==> src/common/uart_pkg.sv <==
`default_nettype none

package uart_pkg;

    localparam int DATA_BITS       = 8;    // Data bits per frame
    localparam int DIV_BITS        = 16;   // Bit period divisor width
    localparam int DEFAULT_DIVISOR = 16;   // Clocks per bit after reset
    localparam int FIFO_DEPTH      = 4;    // Receive FIFO entries

    // Register word addresses
    typedef enum logic [1:0] {
        REG_DATA   = 2'd0,
        REG_STATUS = 2'd1,
        REG_CTRL   = 2'd2,
        REG_DIV    = 2'd3
    } reg_addr_t;

    typedef enum logic [2:0] {
        RX_IDLE,
        RX_START,
        RX_DATA,
        RX_PARITY,
        RX_STOP
    } rx_state_t;

    typedef enum logic [2:0] {
        TX_IDLE,
        TX_START,
        TX_DATA,
        TX_PARITY,
        TX_STOP
    } tx_state_t;

    // Wishbone master to slave
    typedef struct packed {
        logic      cyc;
        logic      stb;
        logic      we;
        reg_addr_t adr;
        logic [7:0] dat;
    } wb_req_t;

    // Wishbone slave to master
    typedef struct packed {
        logic       ack;
        logic [7:0] dat;
    } wb_rsp_t;

    typedef struct packed {
        logic                parity_odd;   // 1 selects odd parity
        logic [DIV_BITS-1:0] divisor;      // Clocks per bit
    } line_cfg_t;

    typedef struct packed {
        logic       done;           // One-cycle pulse per frame
        logic       parity_error;
        logic       frame_error;
        logic [7:0] data;
    } rx_result_t;

    // Status register layout, rx_valid in bit 7
    typedef struct packed {
        logic       rx_valid;
        logic       rx_full;
        logic       tx_busy;
        logic       parity_error;   // Sticky
        logic       frame_error;    // Sticky
        logic       overrun;        // Sticky
        logic [1:0] reserved;
    } uart_status_t;

endpackage

`default_nettype wire

==> src/hw/rx_fifo.sv <==
`timescale 1ns/1ps
`default_nettype none

module rx_fifo (
    input  wire        clk,
    input  wire        reset,
    input  wire        push,
    input  wire [7:0]  push_data,
    input  wire        pop,
    output logic [7:0] rd_data,
    output logic       empty,
    output logic       full,
    output logic       overrun
);

    localparam int PTR_BITS = $clog2(uart_pkg::FIFO_DEPTH);

    logic [7:0]          mem [uart_pkg::FIFO_DEPTH];
    logic [PTR_BITS-1:0] wr_ptr;
    logic [PTR_BITS-1:0] rd_ptr;
    logic [PTR_BITS:0]   count;      // One extra bit to reach full depth
    logic                do_push;
    logic                do_pop;

    assign empty   = (count == '0);
    assign full    = (count == (PTR_BITS+1)'(uart_pkg::FIFO_DEPTH));
    assign do_push = push && !full;      // New byte dropped when full
    assign do_pop  = pop && !empty;
    assign rd_data = mem[rd_ptr];        // Head of queue

    always_ff @(posedge clk or posedge reset)
    begin
        if (reset)
        begin
            wr_ptr  <= '0;
            rd_ptr  <= '0;
            count   <= '0;
            overrun <= 1'b0;
        end
        else
        begin
            overrun <= push && full;
            if (do_push)
                wr_ptr <= wr_ptr + 1'b1;   // Wraps at depth
            if (do_pop)
                rd_ptr <= rd_ptr + 1'b1;
            if (do_push && !do_pop)
                count <= count + 1'b1;
            else if (do_pop && !do_push)
                count <= count - 1'b1;
        end
    end

    always_ff @(posedge clk)
    begin
        if (do_push)
            mem[wr_ptr] <= push_data;
    end

endmodule

`default_nettype wire

==> src/hw/uart_top.sv <==
`timescale 1ns/1ps
`default_nettype none

module uart_top (
    input  wire                    clk,
    input  wire                    reset,
    input  wire uart_pkg::wb_req_t wb_req,
    output uart_pkg::wb_rsp_t      wb_rsp,
    input  wire                    rx,
    output logic                   tx
);

    uart_pkg::line_cfg_t  line_cfg;    // Shared by both directions
    uart_pkg::rx_result_t rx_result;
    logic                 tx_start;
    logic [7:0]           tx_data;
    logic                 tx_busy;
    logic                 fifo_push;
    logic [7:0]           fifo_rd_data;
    logic                 fifo_empty;
    logic                 fifo_full;
    logic                 fifo_overrun;
    logic                 fifo_pop;

    // Only clean frames reach the FIFO
    assign fifo_push = rx_result.done && !rx_result.parity_error && !rx_result.frame_error;

    uart_wb_regs u_regs (
        .clk          (clk),
        .reset        (reset),
        .wb_req       (wb_req),
        .wb_rsp       (wb_rsp),
        .line_cfg     (line_cfg),
        .tx_start     (tx_start),
        .tx_data      (tx_data),
        .tx_busy      (tx_busy),
        .rx_result    (rx_result),
        .fifo_rd_data (fifo_rd_data),
        .fifo_empty   (fifo_empty),
        .fifo_full    (fifo_full),
        .fifo_overrun (fifo_overrun),
        .fifo_pop     (fifo_pop)
    );

    rx_fifo u_fifo (
        .clk       (clk),
        .reset     (reset),
        .push      (fifo_push),
        .push_data (rx_result.data),
        .pop       (fifo_pop),
        .rd_data   (fifo_rd_data),
        .empty     (fifo_empty),
        .full      (fifo_full),
        .overrun   (fifo_overrun)
    );

    uart_rx u_rx (
        .clk       (clk),
        .reset     (reset),
        .rx        (rx),
        .line_cfg  (line_cfg),
        .rx_result (rx_result)
    );

    uart_tx u_tx (
        .clk      (clk),
        .reset    (reset),
        .tx_start (tx_start),
        .tx_data  (tx_data),
        .line_cfg (line_cfg),
        .tx       (tx),
        .tx_busy  (tx_busy)
    );

endmodule

`default_nettype wire

==> src/hw/uart_wb_regs.sv <==
`timescale 1ns/1ps
`default_nettype none

module uart_wb_regs (
    input  wire                        clk,
    input  wire                        reset,
    input  wire uart_pkg::wb_req_t     wb_req,
    output uart_pkg::wb_rsp_t          wb_rsp,
    output uart_pkg::line_cfg_t        line_cfg,
    output logic                       tx_start,
    output logic [7:0]                 tx_data,
    input  wire                        tx_busy,
    input  wire uart_pkg::rx_result_t  rx_result,
    input  wire [7:0]                  fifo_rd_data,
    input  wire                        fifo_empty,
    input  wire                        fifo_full,
    input  wire                        fifo_overrun,
    output logic                       fifo_pop
);

    logic                   accept;          // Request taken this cycle
    logic                   ack;             // Single-cycle bus ack
    logic [7:0]             rdata;           // Read data for the bus
    logic                   wait_low;        // Blocks a second ack until stb drops
    logic                   parity_odd;
    logic [7:0]             div_lo;          // Divisor bits 11:4
    logic                   parity_error;
    logic                   frame_error;
    logic                   overrun;
    uart_pkg::uart_status_t status;
    uart_pkg::uart_status_t clr;             // Write-one-to-clear mask

    assign accept = wb_req.cyc && wb_req.stb && !ack && !wait_low;
    assign clr    = (accept && wb_req.we && wb_req.adr == uart_pkg::REG_STATUS)
                    ? uart_pkg::uart_status_t'(wb_req.dat) : '0;

    assign wb_rsp.ack = ack;
    assign wb_rsp.dat = rdata;

    assign status.rx_valid     = !fifo_empty;
    assign status.rx_full      = fifo_full;
    assign status.tx_busy      = tx_busy;
    assign status.parity_error = parity_error;
    assign status.frame_error  = frame_error;
    assign status.overrun      = overrun;
    assign status.reserved     = 2'b00;

    assign line_cfg.parity_odd = parity_odd;
    assign line_cfg.divisor    = {{(uart_pkg::DIV_BITS-12){1'b0}}, div_lo, 4'b0000};

    always_ff @(posedge clk or posedge reset)
    begin
        if (reset)
        begin
            ack          <= 1'b0;
            wait_low     <= 1'b0;
            tx_start     <= 1'b0;
            fifo_pop     <= 1'b0;
            parity_odd   <= 1'b0;
            div_lo       <= 8'(uart_pkg::DEFAULT_DIVISOR >> 4);
            parity_error <= 1'b0;
            frame_error  <= 1'b0;
            overrun      <= 1'b0;
        end
        else
        begin
            ack <= accept;
            if (ack)
                wait_low <= 1'b1;
            else if (!wb_req.stb)
                wait_low <= 1'b0;
            // Writes to DATA while the transmitter is busy are lost
            tx_start <= accept && wb_req.we && wb_req.adr == uart_pkg::REG_DATA && !tx_busy;
            fifo_pop <= accept && !wb_req.we && wb_req.adr == uart_pkg::REG_DATA && !fifo_empty;
            if (accept && wb_req.we && wb_req.adr == uart_pkg::REG_CTRL)
                parity_odd <= wb_req.dat[0];
            if (accept && wb_req.we && wb_req.adr == uart_pkg::REG_DIV)
                div_lo <= (wb_req.dat == 8'd0) ? 8'd1 : wb_req.dat;   // Floor at 16 clocks
            // Set wins over a clear in the same cycle
            parity_error <= (parity_error && !clr.parity_error)
                            || (rx_result.done && rx_result.parity_error);
            frame_error  <= (frame_error && !clr.frame_error)
                            || (rx_result.done && rx_result.frame_error);
            overrun      <= (overrun && !clr.overrun) || fifo_overrun;
        end
    end

    // Read data mux and transmit byte
    always_ff @(posedge clk)
    begin
        if (accept && wb_req.we && wb_req.adr == uart_pkg::REG_DATA)
            tx_data <= wb_req.dat;
        if (accept)
        begin
            case (wb_req.adr)
                uart_pkg::REG_DATA:   rdata <= fifo_empty ? 8'd0 : fifo_rd_data;
                uart_pkg::REG_STATUS: rdata <= status;
                uart_pkg::REG_CTRL:   rdata <= {7'd0, parity_odd};
                default:              rdata <= div_lo;
            endcase
        end
    end

endmodule

`default_nettype wire

==> src/uart/uart_rx.sv <==
`timescale 1ns/1ps
`default_nettype none

module uart_rx (
    input  wire                    clk,
    input  wire                    reset,
    input  wire                    rx,
    input  wire uart_pkg::line_cfg_t line_cfg,
    output uart_pkg::rx_result_t   rx_result
);

    logic                          rx_meta;       // First synchronizer stage
    logic                          rx_sync;       // Synchronized line
    logic                          rx_prev;       // For falling edge detect
    uart_pkg::rx_state_t           state;
    logic [uart_pkg::DIV_BITS-1:0] clk_cnt;
    logic [3:0]                    bit_cnt;
    logic [7:0]                    shift;         // LSB arrives first
    logic                          parity_bit;
    logic                          done;
    logic                          parity_error;
    logic                          frame_error;
    logic                          at_half;
    logic                          at_full;

    assign at_half = (clk_cnt == (line_cfg.divisor >> 1) - 1'b1);   // Middle of start bit
    assign at_full = (clk_cnt == line_cfg.divisor - 1'b1);          // Middle of next bit

    always_ff @(posedge clk or posedge reset)
    begin
        if (reset)
        begin
            rx_meta <= 1'b1;   // Line idles high
            rx_sync <= 1'b1;
            rx_prev <= 1'b1;
        end
        else
        begin
            rx_meta <= rx;
            rx_sync <= rx_meta;
            rx_prev <= rx_sync;
        end
    end

    always_ff @(posedge clk or posedge reset)
    begin
        if (reset)
        begin
            state        <= uart_pkg::RX_IDLE;
            clk_cnt      <= '0;
            bit_cnt      <= '0;
            done         <= 1'b0;
            parity_error <= 1'b0;
            frame_error  <= 1'b0;
        end
        else
        begin
            done    <= 1'b0;                // Pulse only
            clk_cnt <= clk_cnt + 1'b1;
            case (state)
                uart_pkg::RX_IDLE:
                begin
                    clk_cnt <= '0;
                    if (rx_prev && !rx_sync)   // Start edge
                        state <= uart_pkg::RX_START;
                end
                uart_pkg::RX_START:
                    if (at_half)
                    begin
                        clk_cnt <= '0;
                        bit_cnt <= '0;
                        // Line back high means a glitch, not a start bit
                        state   <= rx_sync ? uart_pkg::RX_IDLE : uart_pkg::RX_DATA;
                    end
                uart_pkg::RX_DATA:
                    if (at_full)
                    begin
                        clk_cnt <= '0;
                        bit_cnt <= bit_cnt + 1'b1;
                        if (bit_cnt == 4'(uart_pkg::DATA_BITS - 1))
                            state <= uart_pkg::RX_PARITY;
                    end
                uart_pkg::RX_PARITY:
                    if (at_full)
                    begin
                        clk_cnt <= '0;
                        state   <= uart_pkg::RX_STOP;
                    end
                uart_pkg::RX_STOP:
                    if (at_full)
                    begin
                        done         <= 1'b1;
                        // Data plus parity must XOR to the selected mode
                        parity_error <= ((^shift) ^ parity_bit) != line_cfg.parity_odd;
                        frame_error  <= !rx_sync;   // Stop bit must be high
                        state        <= uart_pkg::RX_IDLE;
                    end
                default:
                    state <= uart_pkg::RX_IDLE;
            endcase
        end
    end

    always_ff @(posedge clk)
    begin
        if (at_full && state == uart_pkg::RX_DATA)
            shift <= {rx_sync, shift[7:1]};   // Shift in from the top
        if (at_full && state == uart_pkg::RX_PARITY)
            parity_bit <= rx_sync;
    end

    assign rx_result.done         = done;
    assign rx_result.parity_error = parity_error;
    assign rx_result.frame_error  = frame_error;
    assign rx_result.data         = shift;

endmodule

`default_nettype wire

==> src/uart/uart_tx.sv <==
`timescale 1ns/1ps
`default_nettype none

module uart_tx (
    input  wire                      clk,
    input  wire                      reset,
    input  wire                      tx_start,
    input  wire [7:0]                tx_data,
    input  wire uart_pkg::line_cfg_t line_cfg,
    output logic                     tx,
    output logic                     tx_busy
);

    uart_pkg::tx_state_t           state;
    uart_pkg::line_cfg_t           cfg_q;      // Frozen for the whole frame
    logic [uart_pkg::DIV_BITS-1:0] clk_cnt;
    logic [3:0]                    bit_cnt;
    logic [7:0]                    shift;
    logic                          parity_bit;
    logic                          bit_end;

    assign bit_end = (clk_cnt == cfg_q.divisor - 1'b1);
    assign tx_busy = (state != uart_pkg::TX_IDLE);

    always_ff @(posedge clk or posedge reset)
    begin
        if (reset)
        begin
            state   <= uart_pkg::TX_IDLE;
            tx      <= 1'b1;                // Idle line
            clk_cnt <= '0;
            bit_cnt <= '0;
            cfg_q   <= '{parity_odd: 1'b0, divisor: uart_pkg::DIV_BITS'(uart_pkg::DEFAULT_DIVISOR)};
        end
        else
        begin
            clk_cnt <= bit_end ? '0 : clk_cnt + 1'b1;
            case (state)
                uart_pkg::TX_IDLE:
                begin
                    clk_cnt <= '0;
                    if (tx_start)
                    begin
                        cfg_q   <= line_cfg;
                        bit_cnt <= '0;
                        tx      <= 1'b0;    // Start bit
                        state   <= uart_pkg::TX_START;
                    end
                end
                uart_pkg::TX_START:
                    if (bit_end)
                    begin
                        tx    <= shift[0];
                        state <= uart_pkg::TX_DATA;
                    end
                uart_pkg::TX_DATA:
                    if (bit_end)
                    begin
                        bit_cnt <= bit_cnt + 1'b1;
                        if (bit_cnt == 4'(uart_pkg::DATA_BITS - 1))
                        begin
                            tx    <= parity_bit;
                            state <= uart_pkg::TX_PARITY;
                        end
                        else
                            tx <= shift[1];     // Next bit before the shift lands
                    end
                uart_pkg::TX_PARITY:
                    if (bit_end)
                    begin
                        tx    <= 1'b1;          // Stop bit
                        state <= uart_pkg::TX_STOP;
                    end
                uart_pkg::TX_STOP:
                    if (bit_end)
                        state <= uart_pkg::TX_IDLE;
                default:
                    state <= uart_pkg::TX_IDLE;
            endcase
        end
    end

    // Payload, loaded on start and shifted per data bit
    always_ff @(posedge clk)
    begin
        if (state == uart_pkg::TX_IDLE && tx_start)
        begin
            shift      <= tx_data;
            parity_bit <= (^tx_data) ^ line_cfg.parity_odd;
        end
        else if (state == uart_pkg::TX_DATA && bit_end)
            shift <= shift >> 1;
    end

endmodule

`default_nettype wire
==> config.mk <==
export PLATFORM = sky130hd
export DESIGN_NAME = uart_top
export DESIGN_NICKNAME = d
export VERILOG_FILES = /design/src/common/uart_pkg.sv /design/src/hw/rx_fifo.sv /design/src/hw/uart_top.sv /design/src/hw/uart_wb_regs.sv /design/src/uart/uart_rx.sv /design/src/uart/uart_tx.sv
export SDC_FILE = /design/constraint.sdc
export NUM_CORES = 1
export LEC_CHECK = 0
export BUFFER_PORTS_ARGS = -buffer_cell sky130_fd_sc_hd__buf_2
export CORE_UTILIZATION = 50
export DETAILED_ROUTE_END_ITERATION = 10
export PLACE_DENSITY = 0.66
export SETUP_SLACK_MARGIN = 0.15
export SLEW_MARGIN = 20
export SYNTH_ARGS = -nofsm -noshare
export SYNTH_HDL_FRONTEND = slang
export SYNTH_SLANG_ARGS = --single-unit
==> constraint.sdc <==
create_clock -name clk -period 6.92 [get_ports clk]
set_input_delay 0.346 -clock clk [delete_from_list [all_inputs] [get_ports clk]]
set_output_delay 0.346 -clock clk [all_outputs]
set_load 0.01 [all_outputs]
==> impl_metrics.yaml, run 1 <==
logic_synthesis:
  synthCells: 620
  synth_compound_area_frac: 0.0798
  synthesis.area_um2: 7480
  ys.flop_type: "dfrtp_1"
  seq_area_frac_synth: 0.550
  synth_top_family_by_area: "simple AND/OR/NAND/NOR gates"
  synthMuxAreaShare: 0.0744
  ys.warnings.count: 0
  syn_nets: 648
  synthArstFlopShare: 0.563
  synth_fa_ha_area_frac: 0.0211
  ys_seq_elements: 151
  yosysUniqueCellTypes: 67
  yosys.area_share.simple: 0.155
  synth_edf_count: 66
  syn_avg_cell_area_um2: 12.1
  synth_xor_area_frac: 0.0921
routing:
  wl_um: 14600
  dr_wl_met3_um: 580
  vias: 4877
  dr.pass1.iters: 5
  antenna_left: 0
  remaining_drc_errors: 0
  met2WireLength_um: 7380
  topRoutingLayerUsed: "met4"
  first_iter_violations: 448
  routed_via_density: 5.85
  avgRoutedWirePerCell_um: 17.5
  wl_met1_um: 6330
sta:
  slew_viol_final: 0
  finalSetupViolCount: 0
  period_share: 0.502
  fin_skew_ns: 0.00889
  fmax_mhz: 288
  tightest_slew_ns: 1.01
  finalSetupTns_ns: 0
  hold_viol_final: 0
  slew_headroom: 0.324
  period_minus_slack_ns: 3.47
  rsz0062_at_grt: "no"
floorplanning:
  initial_utilization: 0.513
  chipHeight_um: 124
  die_x_um: 124
  num_rows: 44
  top_level_ports: 26
  core-area_um2: 14600
  die-area_um2: 15500
clock_tree:
  clock_latency_ns: 0.43
  cts_htree_levels: 4
  post_cts_buffers: 0
  numCtsBuffers: 17
  clockBufferDepth: 2
  clock-sinks: 151
  clk_pin_slew_ns: 0.06
  clock-root-buffer: "clkbuf_16"
  cts_tree: "done"
  cts_resized: 0
setup_path:
  critPathCaptureType: "register"
  cp.arrival_ns: 3.52
  critPathKind: "reg2reg"
  path_max_fanout: 8
  crit_path_start_kind: "register"
  crit_required_ns: 6.97
status:
  status: "complete, no violations"
pwr:
  p_leak_nw: 3.30
  powerDensity_nw_per_um2: 294
  peakVddDrop_mv: 0.233
global_routing:
  grt_pass1_wl_um: 24800
  grt_max_degree: 66
  gr-usage-all-layers: 0.204
  antenna_found_initial: 1
  grt_pass1_vias: 4960
  grt-ovfl-total: 0
cells_and_area:
  final_cell_area_um2: 8370
  n_antenna_cell: 0
  drive_gt1_frac: 0.186
  syn2layout_area_growth_pct: 11.9
  nets: 664
placement:
  hpwlAfterDp_um: 9980
  io_buffer_count: 25
  postPlaceCellArea_um2: 7720
  place_congestion: 0.855
run:
  maxCapViolCount: 0
worst_hold_path:
  worstHoldPathType: "in2reg"
[worst paths after layout]
check                                           from                           end  slack [ns]  cells after the start
setup reg to reg           u_tx.cfg_q[5]$_DFFE_PP0P_       u_tx.shift[0]$_DFFE_PP_        3.45                      8
setup / recovery           u_tx.cfg_q[5]$_DFFE_PP0P_       u_tx.shift[0]$_DFFE_PP_        3.45                      8
hold reg to reg               u_rx.rx_meta$_DFF_PP1_        u_rx.rx_sync$_DFF_PP1_        0.37                      0
min in group asynchronous                      reset     u_tx.clk_cnt[4]$_DFF_PP0_        0.42                      3
hold / removal                                    rx        u_rx.rx_meta$_DFF_PP1_        0.03                      1
max in group asynchronous                      reset  u_fifo.wr_ptr[0]$_DFFE_PP0P_        5.35                      4
[per-stage QoR]
| stage | total power, mW | setup slack (ns) | utilization | cells | hold slack [ns] |
|---|---|---|---|---|---|
| after floorplan | 1.40 | 3.92 | - | 620 | 0.345 |
| after global placement | 1.46 | 3.60 | 0.529 | 800 | 0.322 |
| after detailed placement | 1.48 | 3.43 | 0.529 | 800 | 0.336 |
| after CTS | 2.48 | 3.42 | 0.573 | 833 | 0.00662 |
| after global routing | 2.58 | 3.19 | 0.574 | 833 | 0.00636 |
| final | 2.46 | 3.45 | 0.574 | 833 | 0.0251 |
[kinds of logic after synthesis]
kind of cell,Yosys count
muxes,42
AOI/OAI and AO/OA,80
adders and majority gates,12
and+or+nand+nor,212
xor gates and xnor gates,74
DFF,151
buffers and inverters,49
[power by group]
part / leakage (nW) / switching [mW] / internal, mW
Clock: 0.310 / 0.405 / 0.585
Combinational: 1.26 / 0.214 / 0.173
Sequential: 1.73 / 0.0956 / 0.990
[cell usage in the layout (no fill, tap or decap), types with 4 or more instances in the layout]
cell type,count
and4_1,4
edfxtp_1,66
inv_6,5
dfrtp_1,79
nor4_1,7
o22ai_1,4
a22o_1,9
mux2_2,29
xnor2_1,40
buf_2,25
dfstp_2,6
inv_8,4
nand4_1,13
nand2_1,33
nor2_1,57
o21ai_0,14
nor3_1,18
a21oi_1,12
ha_1,11
mux2i_1,5
o31ai_1,4
or3_1,5
and3_1,11
clkbuf_16,17
inv_1,17
xor2_1,31
and2_1,5
a221o_1,4
nor4_2,4
nand3_1,19
mux4_2,8
or4_1,5
nand2b_1,5
nor2b_1,7
[registers in the layout, indices dropped and copies added, names as in the netlist, 4 cells and up]
name and flops:
u_rx.bit_cnt 4, u_tx.clk_cnt 16, u_tx.shift 8, u_tx.bit_cnt 4, u_rx.clk_cnt 16, u_fifo.mem 32, u_tx.cfg_q 8, u_regs.div_lo 8
u_regs.tx_data 8, u_rx.shift 8, u_regs.rdata 8
[layout make-up]
type | count | area [µm²]
Clock buffer | 17 | 425
Clock inverter | 15 | 208
Fill cell | 1168 | 6220
Inverter | 18 | 68.8
Multi-Input combinational cell | 420 | 3170
Sequential cell | 151 | 4120
Tap cell | 184 | 230
Timing Repair Buffer | 28 | 150
[synthesized netlist by cell type (all sizes together) (4+ instances only)]
master / number / area share
buf: 7 / 0.0067
o21ai: 15 / 0.011
clkbuf: 24 / 0.012
mux2i: 5 / 0.0067
and2: 5 / 0.0042
edfxtp: 66 / 0.26
or3: 5 / 0.0042
nand2b: 5 / 0.0042
nand4: 13 / 0.011
a221o: 4 / 0.0054
nor4: 12 / 0.014
a21oi: 12 / 0.0080
dfstp: 6 / 0.021
nor3: 20 / 0.016
nor2: 57 / 0.029
or4: 6 / 0.0065
o22ai: 4 / 0.0033
nand3: 19 / 0.013
nand2: 33 / 0.017
mux2: 29 / 0.044
ha: 11 / 0.018
inv: 18 / 0.0090
mux4: 8 / 0.024
xor2: 31 / 0.036
dfrtp: 79 / 0.26
and4: 4 / 0.0047
xnor2: 40 / 0.047
a22o: 9 / 0.011
nor2b: 7 / 0.0059
and3: 11 / 0.0092
o2111ai: 4 / 0.0055
o31ai: 4 / 0.0040
[worst max-delay path: stages (launching register included)]
cell and delay, ns:
dfrtp_1 0.41, inv_1 0.09, ha_1 0.19, or3b_2 0.51, nor4_2 0.29, o2111ai_1 0.20
a221oi_2 0.43, a31oi_1 0.16, nor3_1 0.80
[routing by layer]
metal | vias to the layer above | GRT usage
li1 | 2318 | -
met5 | - | 0
met2 | 100 | 0.337
met1 | 2433 | 0.260
met3 | 26 | 0.0490
met4 | 0 | 0.0773
[repair_timing]
action                     in CTS  in global routing
hold endpoints to repair       19                  0
hold buffers                    1                  0
setup endpoints to repair       0                  0
No activity file was read; power rests on OpenSTA's default activity.
==> run 2: changes to the inputs <==
Clock period 6.92 ns to 3.4 ns, I/O delays scaled along.
==> run 2 against run 1 <==
Final area up 1.3%. Non-clock buffer count is 16 higher. Critical path depth stayed put. Combinational power increased by 110%. Via count down 0.25%. Sequential share of layout area is 0.62 points lower. Worst setup slack lost 3.0 ns. Register-to-register slack got worse by 3.0 ns. Highest routed layer unchanged.
==> impl_metrics.yaml, run 2 (synthesized netlist as in run 1, its figures left out) <==
setup_path:
  critPathKind: "reg2reg"
  path_max_fanout: 8
  crit_required_ns: 3.69
  crit_path_top_delay_cell: "dfstp_2"
  critPathCaptureType: "register"
  cpPeakStageDelay_ns: 0.62
  cp.arrival_ns: 3.23
  reg2reg_slack_ns: 0.46
  crit_path_start_kind: "register"
  worstPathCellList: "inv_1 > ha_1 > o21ba_2 > a221o_1 > a2111oi_1 > nand4_1 > nor3_1 > o22ai_1"
clock_tree:
  numCtsBuffers: 17
  cts_htree_levels: 4
  clock-root-buffer: "clkbuf_16"
  clock_latency_ns: 0.43
  clock-sinks: 151
  clk_pin_slew_ns: 0.07
  post_cts_buffers: 0
  clockBufferDepth: 2
  cts_tree: "done"
sta:
  slew_headroom: 0.358
  finalSetupTns_ns: 0
  hold_viol_final: 0
  rsz0062_at_grt: "no"
  fmax_mhz: 340
  tightest_slew_ns: 0.956
  slew_viol_final: 0
  period_share: 0.864
  finalSetupViolCount: 0
  period_minus_slack_ns: 2.94
  fin_skew_ns: 0.00839
placement:
  io_buffer_count: 25
  place_congestion: 0.822
  hpwlAfterDp_um: 10200
floorplanning:
  die_x_um: 124
  num_rows: 44
  initial_utilization: 0.513
  die-area_um2: 15500
  core-area_um2: 14600
  chipHeight_um: 124
  top_level_ports: 26
routing:
  first_iter_violations: 285
  vias: 4865
  remaining_drc_errors: 0
  antenna_left: 0
  routed_via_density: 5.73
  dr.pass1.iters: 5
  avgRoutedWirePerCell_um: 17.3
  wl_um: 14700
pwr:
  peakVddDrop_mv: 0.439
  power_mw: 4.87
  powerDensity_nw_per_um2: 574
  p_leak_nw: 3.35
cells_and_area:
  n_antenna_cell: 0
  mostFrequentLayoutCell: "dfrtp_1"
  multi_input_area_um2: 3170
  top_regs: "u_fifo.mem: 32 flops, u_rx.clk_cnt: 16 flops, u_tx.clk_cnt: 16 flops"
  regMostFlops: "u_fifo.mem"
  nets: 680
  largest_reg_flops: 32
  final_cell_mix: "dfrtp_1 (79), edfxtp_1 (66), nor2_1 (57)"
  nFillCells: 1194
  seqCellArea_um2: 4120
  syn2layout_area_growth_pct: 13.3
  drive_gt1_frac: 0.192
global_routing:
  antenna_found_initial: 0
  grt_max_degree: 40
  grt_pass1_wl_um: 24300
  gr-usage-all-layers: 0.201
  grt-ovfl-total: 0
  grt_pass1_vias: 4839
worst_hold_path:
  worstHoldPathType: "in2reg"
run:
  maxCapViolCount: 0
status:
  status: "complete, no violations"
[run 2: cell count changes in the layout (fill, tap and decap cells not counted), moves of 2 or more]
| cell | before | now |
|---|---|---|
| dlygate4sd3_1 | 1 | 11 |
| buf_4 | 2 | 8 |
| bufinv_16 | 3 | 0 |
| clkinv_8 | 1 | 3 |
[run 2: final timing paths]
kind | startpoint | endpoint | cells after the start
worst max register to register | u_regs.div_lo[0]$_DFFE_PP1P_ | u_rx.bit_cnt[2]$_DFFE_PP0P_ | 8
max in group asynchronous | reset | u_regs.div_lo[0]$_DFFE_PP1P_ | 4
worst min register to register | u_rx.rx_meta$_DFF_PP1_ | u_rx.rx_sync$_DFF_PP1_ | 0
worst max-delay path | u_regs.div_lo[0]$_DFFE_PP1P_ | u_rx.bit_cnt[2]$_DFFE_PP0P_ | 8
min in group asynchronous | reset | u_tx.clk_cnt[2]$_DFF_PP0_ | 3
worst min-delay path | wb_req[10] | u_regs.fifo_pop$_DFF_PP0_ | 2
[run 2: what timing repair did]
action                                  CTS  global route
gates resized for setup                   0             2
endpoints found under the hold margin    28             0
hold buffers                             11             0
endpoints found under the setup margin    0             4
[run 2: metal layers]
metal	vias up	routed length [µm]	global-route usage	share of wire
met4	0	324	0.0964	0.022
li1	2342	-	-	-
met3	26	453	0.0365	0.031
met1	2419	6400	0.243	0.44
met2	78	7480	0.344	0.51
met5	-	0	0	0
[run 2: critical path: cells and delay by family, from the launching register on]
family / cells / cell delay, ns
flops: 1 / 0.62
compound gates: 4 / 1.18
fa+ha+maj: 1 / 0.31
buf+inv: 1 / 0.08
simple gates: 2 / 0.61
[run 2: final cells by class]
type                    instances  share of cell area
multi-input cells             420               0.374
inverters                      18             0.00811
repair buffers                 44              0.0348
clock buffers                  17              0.0502
well taps                     184              0.0271
flip-flops and latches        151               0.485
clock inverters                15              0.0204
[run 2: through the flow]
stage,hold WS [ns],worst slack [ns],utilization,area (µm²),instances
final,0.0700,0.462,0.581,8480,849
after global routing,0.0629,0.237,0.581,8480,849
after CTS,0.0479,0.380,0.581,8470,849
after detailed placement,0.151,0.423,0.532,7770,806
after global placement,0.142,0.444,0.532,7770,806
after floorplan,0.174,0.399,-,7480,620
[run 2: power by group]
group	internal [mW]	switching [mW]
Combinational	0.369	0.441
Clock	0.995	0.862
Sequential	2.01	0.186
